File: config.mk
export PLATFORM = sky130hd
export DESIGN_NAME = stream_test_top
export DESIGN_NICKNAME = d
export VERILOG_FILES = /design/src/hdl/stream_test_pkg.sv /design/src/hdl/stream_test_top.sv /design/src/hdl/test_sink.sv /design/src/hdl/test_source.sv /design/src/hdl/rand_delay.sv
export VERILOG_INCLUDE_DIRS = /design/src /design/src/hdl
export SDC_FILE = /design/constraint.sdc
export NUM_CORES = 2
export LEC_CHECK = 0
export ABC_AREA = 0
export BUFFER_PORTS_ARGS = -buffer_cell sky130_fd_sc_hd__buf_4
export CORE_ASPECT_RATIO = 0.9
export CORE_MARGIN = 5
export CORE_UTILIZATION = 35
export DETAILED_ROUTE_END_ITERATION = 8
export GPL_TIMING_DRIVEN = 1
export PLACE_DENSITY_LB_ADDON = 0.08
export SYNTH_ARGS = -nofsm -noshare
export SYNTH_HDL_FRONTEND = slang
export SYNTH_SLANG_ARGS = --single-unit
File: constraint.sdc
create_clock -name clk -period 30.9 [get_ports clk]
set_input_delay 1.545 -clock clk [delete_from_list [all_inputs] [get_ports clk]]
set_output_delay 1.545 -clock clk [all_outputs]
set_load 0.01 [all_outputs]
File: src/hdl/stream_test_macros.svh
// ----------------------------------------
// Width and depth settings for the stream test harness
// Include before any package or module that sizes ports or memories
// ----------------------------------------

`ifndef STREAM_TEST_MACROS_SVH
`define STREAM_TEST_MACROS_SVH

// Message payload width in bits
`define MSG_W 8

// Entries in each of the source and sink memories
`define MEM_DEPTH 64

// Memory index and message count width
// One bit wider than the address so a full count of 64 fits
`define IDX_W 7

// Maximum random stall per delay stage
`define DELAY_W 8

`endif
File: src/hdl/stream_test_pkg.sv
// ----------------------------------------
// Shared types for the stream test harness
// Import with a wildcard in the module header
// ----------------------------------------

`include "stream_test_macros.svh"

package stream_test_pkg;

  // ----------------------------------------
  // Stream link
  // ----------------------------------------

  // Forward half of a valid/ready link
  // Ready travels the other way as a plain bit
  typedef struct packed {
    logic              val;
    logic [`MSG_W-1:0] msg;
  } stream_t;

  // ----------------------------------------
  // Memory load port
  // ----------------------------------------

  // One write into the source or sink memory
  // sel = 0 picks the source memory, sel = 1 the sink memory
  typedef struct packed {
    logic              we;
    logic              sel;
    logic [`IDX_W-1:0] addr;
    logic [`MSG_W-1:0] data;
  } load_t;

  // Memory select encodings
  localparam logic SEL_SRC  = 1'b0;
  localparam logic SEL_SINK = 1'b1;

endpackage

File: src/hdl/stream_test_top.sv
// ----------------------------------------
// Stream test harness top, source -> two random delays -> sink
// Load both memories, set the delays, pulse start and wait for done
// ----------------------------------------

`include "stream_test_macros.svh"

module stream_test_top
  import stream_test_pkg::*;
(
  input  logic                clk,
  input  logic                rst_n,
  input  load_t               load,
  input  logic                start,
  input  logic [`IDX_W-1:0]   num_msgs,
  input  logic [`DELAY_W-1:0] src_max_delay,
  input  logic [`DELAY_W-1:0] sink_max_delay,
  output logic                done,
  output logic [`IDX_W-1:0]   err_count,
  output logic [`IDX_W-1:0]   first_err_idx
);

  // Links along the chain, each with its ready going upstream
  stream_t src_s;
  logic    src_rdy;
  stream_t mid_s;
  logic    mid_rdy;
  stream_t snk_s;
  logic    snk_rdy;

  test_source u_src (
    .clk      (clk),
    .rst_n    (rst_n),
    .load     (load),
    .start    (start),
    .num_msgs (num_msgs),
    .out_s    (src_s),
    .out_rdy  (src_rdy)
  );

  // Different seeds so the two stages stall independently
  rand_delay #(.SEED(16'hace1)) u_src_dly (
    .clk       (clk),
    .rst_n     (rst_n),
    .max_delay (src_max_delay),
    .in_s      (src_s),
    .in_rdy    (src_rdy),
    .out_s     (mid_s),
    .out_rdy   (mid_rdy)
  );

  rand_delay #(.SEED(16'h3b5d)) u_sink_dly (
    .clk       (clk),
    .rst_n     (rst_n),
    .max_delay (sink_max_delay),
    .in_s      (mid_s),
    .in_rdy    (mid_rdy),
    .out_s     (snk_s),
    .out_rdy   (snk_rdy)
  );

  test_sink u_sink (
    .clk           (clk),
    .rst_n         (rst_n),
    .load          (load),
    .start         (start),
    .num_msgs      (num_msgs),
    .in_s          (snk_s),
    .in_rdy        (snk_rdy),
    .done          (done),
    .err_count     (err_count),
    .first_err_idx (first_err_idx)
  );

endmodule

File: src/hdl/test_sink.sv
// ----------------------------------------
// Test sink, checks every arriving message against the expected memory
// Loaded with sel = 1, reports the error count and first bad index at done
// ----------------------------------------

`include "stream_test_macros.svh"

module test_sink
  import stream_test_pkg::*;
(
  input  logic              clk,
  input  logic              rst_n,
  input  load_t             load,
  input  logic              start,
  input  logic [`IDX_W-1:0] num_msgs,
  input  stream_t           in_s,
  output logic              in_rdy,
  output logic              done,
  output logic [`IDX_W-1:0] err_count,
  output logic [`IDX_W-1:0] first_err_idx
);

  localparam int AW = $clog2(`MEM_DEPTH);

  logic [`MSG_W-1:0] exp_mem [`MEM_DEPTH];

  logic              running;
  logic [`IDX_W-1:0] rx_idx;
  logic              wr_en;
  logic              xfer;
  logic              mismatch;
  logic              last;

  // ----------------------------------------
  // Expected-value memory
  // ----------------------------------------

  assign wr_en = load.we && (load.sel == SEL_SINK) && (load.addr < `MEM_DEPTH);

  always_ff @(posedge clk)
  begin
    if (wr_en)
      exp_mem[load.addr[AW-1:0]] <= load.data;
  end

  // ----------------------------------------
  // Receive and compare
  // ----------------------------------------

  // Always ready while a test runs
  assign in_rdy = running;

  assign xfer     = running && in_s.val;
  assign mismatch = (in_s.msg != exp_mem[rx_idx[AW-1:0]]);
  assign last     = (rx_idx == num_msgs - 1'b1);

  always_ff @(posedge clk or negedge rst_n)
  begin
    if (!rst_n)
    begin
      running       <= 1'b0;
      rx_idx        <= '0;
      done          <= 1'b0;
      err_count     <= '0;
      first_err_idx <= '0;
    end
    else if (start)
    begin
      // New test, all ones marks "no mismatch yet"
      running       <= (num_msgs != '0);
      rx_idx        <= '0;
      done          <= (num_msgs == '0);
      err_count     <= '0;
      first_err_idx <= '1;
    end
    else if (xfer)
    begin
      rx_idx <= rx_idx + 1'b1;

      if (mismatch)
      begin
        err_count <= err_count + 1'b1;
        // Keep only the earliest bad index
        if (err_count == '0)
          first_err_idx <= rx_idx;
      end

      // Done shows up the cycle after the last reception
      if (last)
      begin
        running <= 1'b0;
        done    <= 1'b1;
      end
    end
  end

endmodule

File: src/hdl/test_source.sv
// ----------------------------------------
// Test source memory, replays loaded messages in order after start
// Loaded through the load port with sel = 0 while idle
// ----------------------------------------

`include "stream_test_macros.svh"

module test_source
  import stream_test_pkg::*;
(
  input  logic              clk,
  input  logic              rst_n,
  input  load_t             load,
  input  logic              start,
  input  logic [`IDX_W-1:0] num_msgs,
  output stream_t           out_s,
  input  logic              out_rdy
);

  localparam int AW = $clog2(`MEM_DEPTH);

  logic [`MSG_W-1:0] mem [`MEM_DEPTH];

  logic              running;
  logic [`IDX_W-1:0] rd_idx;
  logic              wr_en;
  logic              xfer;
  logic              last;

  // ----------------------------------------
  // Message memory
  // ----------------------------------------

  // Ignore writes aimed past the end of the memory
  assign wr_en = load.we && (load.sel == SEL_SRC) && (load.addr < `MEM_DEPTH);

  // Payload storage, no reset
  always_ff @(posedge clk)
  begin
    if (wr_en)
      mem[load.addr[AW-1:0]] <= load.data;
  end

  // ----------------------------------------
  // Replay
  // ----------------------------------------

  // Current entry is offered for as long as we run
  assign out_s.val = running;
  assign out_s.msg = mem[rd_idx[AW-1:0]];

  assign xfer = running && out_rdy;
  assign last = (rd_idx == num_msgs - 1'b1);

  always_ff @(posedge clk or negedge rst_n)
  begin
    if (!rst_n)
    begin
      running <= 1'b0;
      rd_idx  <= '0;
    end
    else if (start)
    begin
      // Val rises the cycle after start, nothing to send for a zero count
      running <= (num_msgs != '0);
      rd_idx  <= '0;
    end
    else if (xfer)
    begin
      rd_idx <= rd_idx + 1'b1;
      // Drop val once the final message has been taken
      if (last)
        running <= 1'b0;
    end
  end

endmodule

File: src/hdl/rand_delay.sv
// ----------------------------------------
// Valid/ready stage that stalls each message a random number of cycles
// A zero maximum delay makes it a plain combinational pass-through
// ----------------------------------------

`include "stream_test_macros.svh"

module rand_delay
  import stream_test_pkg::*;
#(
  parameter logic [15:0] SEED = 16'hace1
)(
  input  logic               clk,
  input  logic               rst_n,
  input  logic [`DELAY_W-1:0] max_delay,
  input  stream_t            in_s,
  output logic               in_rdy,
  output stream_t            out_s,
  input  logic               out_rdy
);

  // Galois feedback for x^16 + x^14 + x^13 + x^11 + 1
  localparam logic [15:0] LFSR_TAPS = 16'hb400;

  logic [15:0]          lfsr;
  logic [`DELAY_W-1:0]  cnt;
  logic                 armed;

  logic [`DELAY_W:0]    range;
  logic [15:0]          lfsr_mod;
  logic [`DELAY_W-1:0]  draw;
  logic                 arriving;
  logic                 stall;
  logic                 xfer;

  // ----------------------------------------
  // Delay draw
  // ----------------------------------------

  // Uniform over 0 .. max_delay, extra bit keeps 255+1 from wrapping
  assign range    = {1'b0, max_delay} + 1'b1;
  assign lfsr_mod = lfsr % range;
  assign draw     = lfsr_mod[`DELAY_W-1:0];

  // A fresh message shows up while we wait for one
  assign arriving = armed && in_s.val;

  // On the arrival cycle the draw decides, later the counter does
  assign stall = arriving ? (draw != '0) : (cnt != '0);

  // Mask both directions while stalling, otherwise pass straight through
  assign out_s.val = in_s.val && !stall;
  assign out_s.msg = in_s.msg;
  assign in_rdy    = out_rdy && !stall;

  assign xfer = in_s.val && in_rdy;

  // ----------------------------------------
  // LFSR, counter and arm flag
  // ----------------------------------------

  always_ff @(posedge clk or negedge rst_n)
  begin
    if (!rst_n)
    begin
      lfsr  <= SEED;
      cnt   <= '0;
      armed <= 1'b1;
    end
    else
    begin
      if (arriving)
      begin
        // One LFSR step per draw
        lfsr <= {1'b0, lfsr[15:1]} ^ (lfsr[0] ? LFSR_TAPS : 16'h0000);
        // Arrival cycle already counts as the first stall cycle
        if (draw != '0)
          cnt <= draw - 1'b1;
      end
      else if (cnt != '0)
        cnt <= cnt - 1'b1;

      // Re-arm once the message has gone through
      if (xfer)
        armed <= 1'b1;
      else if (arriving)
        armed <= 1'b0;
    end
  end

endmodule

==> key figures <==
Timing
  – Slew @ Worst Pin: roughly 1.1 ns
  – Clock Skews: between 0.03 and 0.04 ns
  – Fin. max-slew vios: 0
  – Fmax: about 33 MHz
  – Final setup violation count: 0
  – Max-slew headroom: 0.254
  – Min Tclk post-route: approximately 30 ns
  – Unrepaired setup endpoints after global routing: yes
  – Final Hold Violating Endpoints: 0
  – Fin crit share: 0.982

Cells and area
  – Layout cells sized above 1: 0.369
  – Synth-to-layout area growth: 24.0%
  – Commonest non-fill, non-tap cells in the layout: 1024 x edfxtp_1, 671 x buf_4, 336 x mux4_2
  – Layout Nets: roughly 4700
  – Commonest non-fill, non-tap cell in the layout: edfxtp_1
  – Post-route cell area: between 60000 and 70000 sq um

Synth
  – Syn_area_per_cell: about 15 sq um
  – Main synth FF type: edfxtp_1
  – EDFF count, synth: 1024
  – Area of the mapped netlist: between 50000 and 60000 sq um
  – Async SR Flop Fraction: 0.0733
  – Net Count, Synth: around 4100
  – Synth Register Bits: between 1000 and 1500
  – Post-synth top area share: 0.548
  – Sequential fraction of the synthesis area: 0.584
  – Post-synth top area cell: edfxtp_1
  – Synth Instances: approximately 3800
  – Distinct cells, synth: 114
  – Area contributors post-synth: edfxtp_1 55%, mux4_2 13%, ha_1 5.1%, dfrtp_1 2.7%, nor2_1 2.2%
  – Yosys warns: 0

Setup path
  – Startpoint Class: input port
  – Critical Path Fanout Max: 8
  – Slowest CP cell: or4_4
  – CP peak stage delay: 0.52 ns
  – Critical Path RT: about 32 ns
  – CP Class: in2reg
  – Worst Setup End Kind: flop
  – CP arrival: about 31 ns
  – Crit path top cell by count: o21a_1

Place
  – Routability cong.: 0.810
  – Hpwl dp: 104000 um
  – Post-placement cell area: approximately 63000 sq um
  – PortBufs: 57

Clock tree
  – TritonCTS Buffers: 118
  – Clock sink count: roughly 1100
  – CTS tree: done
  – Clock latency on the worst-skew pair: approximately 0.72 ns
  – Root buffer cell: clkbuf_16
  – H-tree depth: 3
  – CTS Buffer Depth: 3
  – Clk pin slew, worst setup/hold paths: about 0.070 ns
  – Hold buffers post-CTS: 0

Floorplanning
  – Starting density of the core: 0.352
  – Core ar.: approximately 160000 sq um
  – Die Area: about 170000 sq um
  – IO Pins: just under 60
  – Die height: 390 um
  – Die X-Extent: between 400 and 500 um
  – Site row count: between 100 and 150

Detailed routing
  – Post-DR wirelength/cell: between 20 and 25 um
  – M1 WL: 72500 um
  – WL met3: 5950 um
  – DR pass1 iterations: 6
  – Final antenna-violating net count: 0
  – Top Metal Used: met4
  – Final WL: approximately 160000 um
  – Vias per cell: ~5.3
  – Drt drc: 0
  – Vias: 35400
  – DR WL met2: between 70000 and 80000 um
  – Initial DRC Count: 2226

GRT
  – Gr usage total: 0.183
  – Vias in the first global route: ~36000
  – Total grt overflow: 0
  – First-pass GRT wire length: 234000 um
  – Largest net degree at the start of global routing: around 80
  – Antenna violations before repair: 1

Flow run
  – Max cap viols: 0

Min path
  – Hold crit path type: reg2reg

Run status
  – Status: complete, no violations
==> cell families (layout without fill, tap and decap cells) <==
kind of cell	after synthesis	count (layout)	share of synthesized area
and+or+nand+nor	922	922	0.0788
other	0	1	0
DFF	1105	1105	0.584
adders and majority gates	232	232	0.0519
muxes	467	467	0.160
AOI/OAI and AO/OA	670	670	0.0832
xor gates and xnor gates	158	158	0.0248
buffers and inverters	245	997	0.0169
==> registers in the layout, indices dropped and copies added, names as in the netlist <==
register              count
u_sink.exp_mem          512
u_src.mem               512
u_sink_dly.lfsr          16
u_src_dly.lfsr           16
u_sink_dly.cnt            8
u_src_dly.cnt             8
u_sink.err_count          7
u_sink.first_err_idx      7
u_sink.rx_idx             7
u_src.rd_idx              7
u_sink.done               1
u_sink.in_rdy             1
u_sink_dly.armed          1
u_src.running             1
u_src_dly.armed           1
==> metal layers <==
layer / up-vias / GRT usage
met5: - / 0
li1: 16500 / -
met1: 18100 / 0.258
met3: 149 / 0.0224
met4: 0 / 0.0350
met2: 651 / 0.309
==> worst max-delay path: cells and delay by family <==
family          cells  cell delay [ns]
fa+ha+maj          17             4.60
compound gates     89            15.97
buf+inv             9             1.20
mux                 5             1.44
simple gates       31             6.00
xor+xnor            2             0.23
==> stage by stage <==
stage          instances  hold slack [ns]  utilization  setup TNS (ns)  setup slack, ns
5_1_grt             6666            0.516        0.437          -34.44            -1.15
3_3_place_gp        6320            0.482        0.397          -71.58            -1.71
6_report            6667            0.497        0.437               0            0.551
3_5_place_dp        6320            0.484        0.397          -58.60            -1.57
2_1_floorplan       3799            0.459            -          -0.553           -0.331
4_1_cts             6564            0.495        0.422               0           0.0210
==> area by class of cell <==
cell class | instances | area (sq um)
diodes | 1 | 2.50
clock buffers | 145 | 3080
clock inverters | 71 | 669
fillers | 14400 | 89800
inverters | 79 | 299
multi-input cells | 2449 | 24700
flip-flops and latches | 1105 | 32800
well taps | 2115 | 2650
repair buffers | 702 | 5470
==> what timing repair did <==
item                       4_1_cts  5_1_grt
cloned                           0        2
setup buffers                   28      102
setup endpoints to repair       59       65
resized for setup               45      288
pin swaps                       45      229
==> path summary, 6_finish.rpt <==
| path | endpoint | from | slack [ns] | cells after the start |
|---|---|---|---|---|
| worst min-delay path | u_src_dly.lfsr[11] | u_src_dly.lfsr[11] | 0.50 | 2 |
| min in group asynchronous | u_sink_dly.lfsr[5] | rst_n | 0.75 | 1 |
| worst max register to register | u_sink_dly.cnt[6] | u_src_dly.lfsr[15] | 1.16 | 151 |
| worst min register to register | u_src_dly.lfsr[11] | u_src_dly.lfsr[11] | 0.50 | 2 |
| worst max-delay path | u_sink_dly.cnt[6] | src_max_delay[0] | 0.55 | 153 |
| max in group asynchronous | u_src.rd_idx[0] | rst_n | 28.95 | 2 |
==> cells in the mapped netlist, types with 47 or more instances <==
master    number
clkbuf_1     108
nand2_1      194
xnor2_1      103
nand3_1       47
a21oi_1      115
a21o_1        60
xor2_1        54
inv_1         76
nor2_1       329
mux4_2       336
o21ai_0      124
o21a_1       108
mux2_2        78
dfrtp_1       61
nor3_1       114
ha_1         229
edfxtp_1    1024
Power is not shown: default switching activity piles up to over one toggle a cycle in this logic, so the estimate is an artifact.
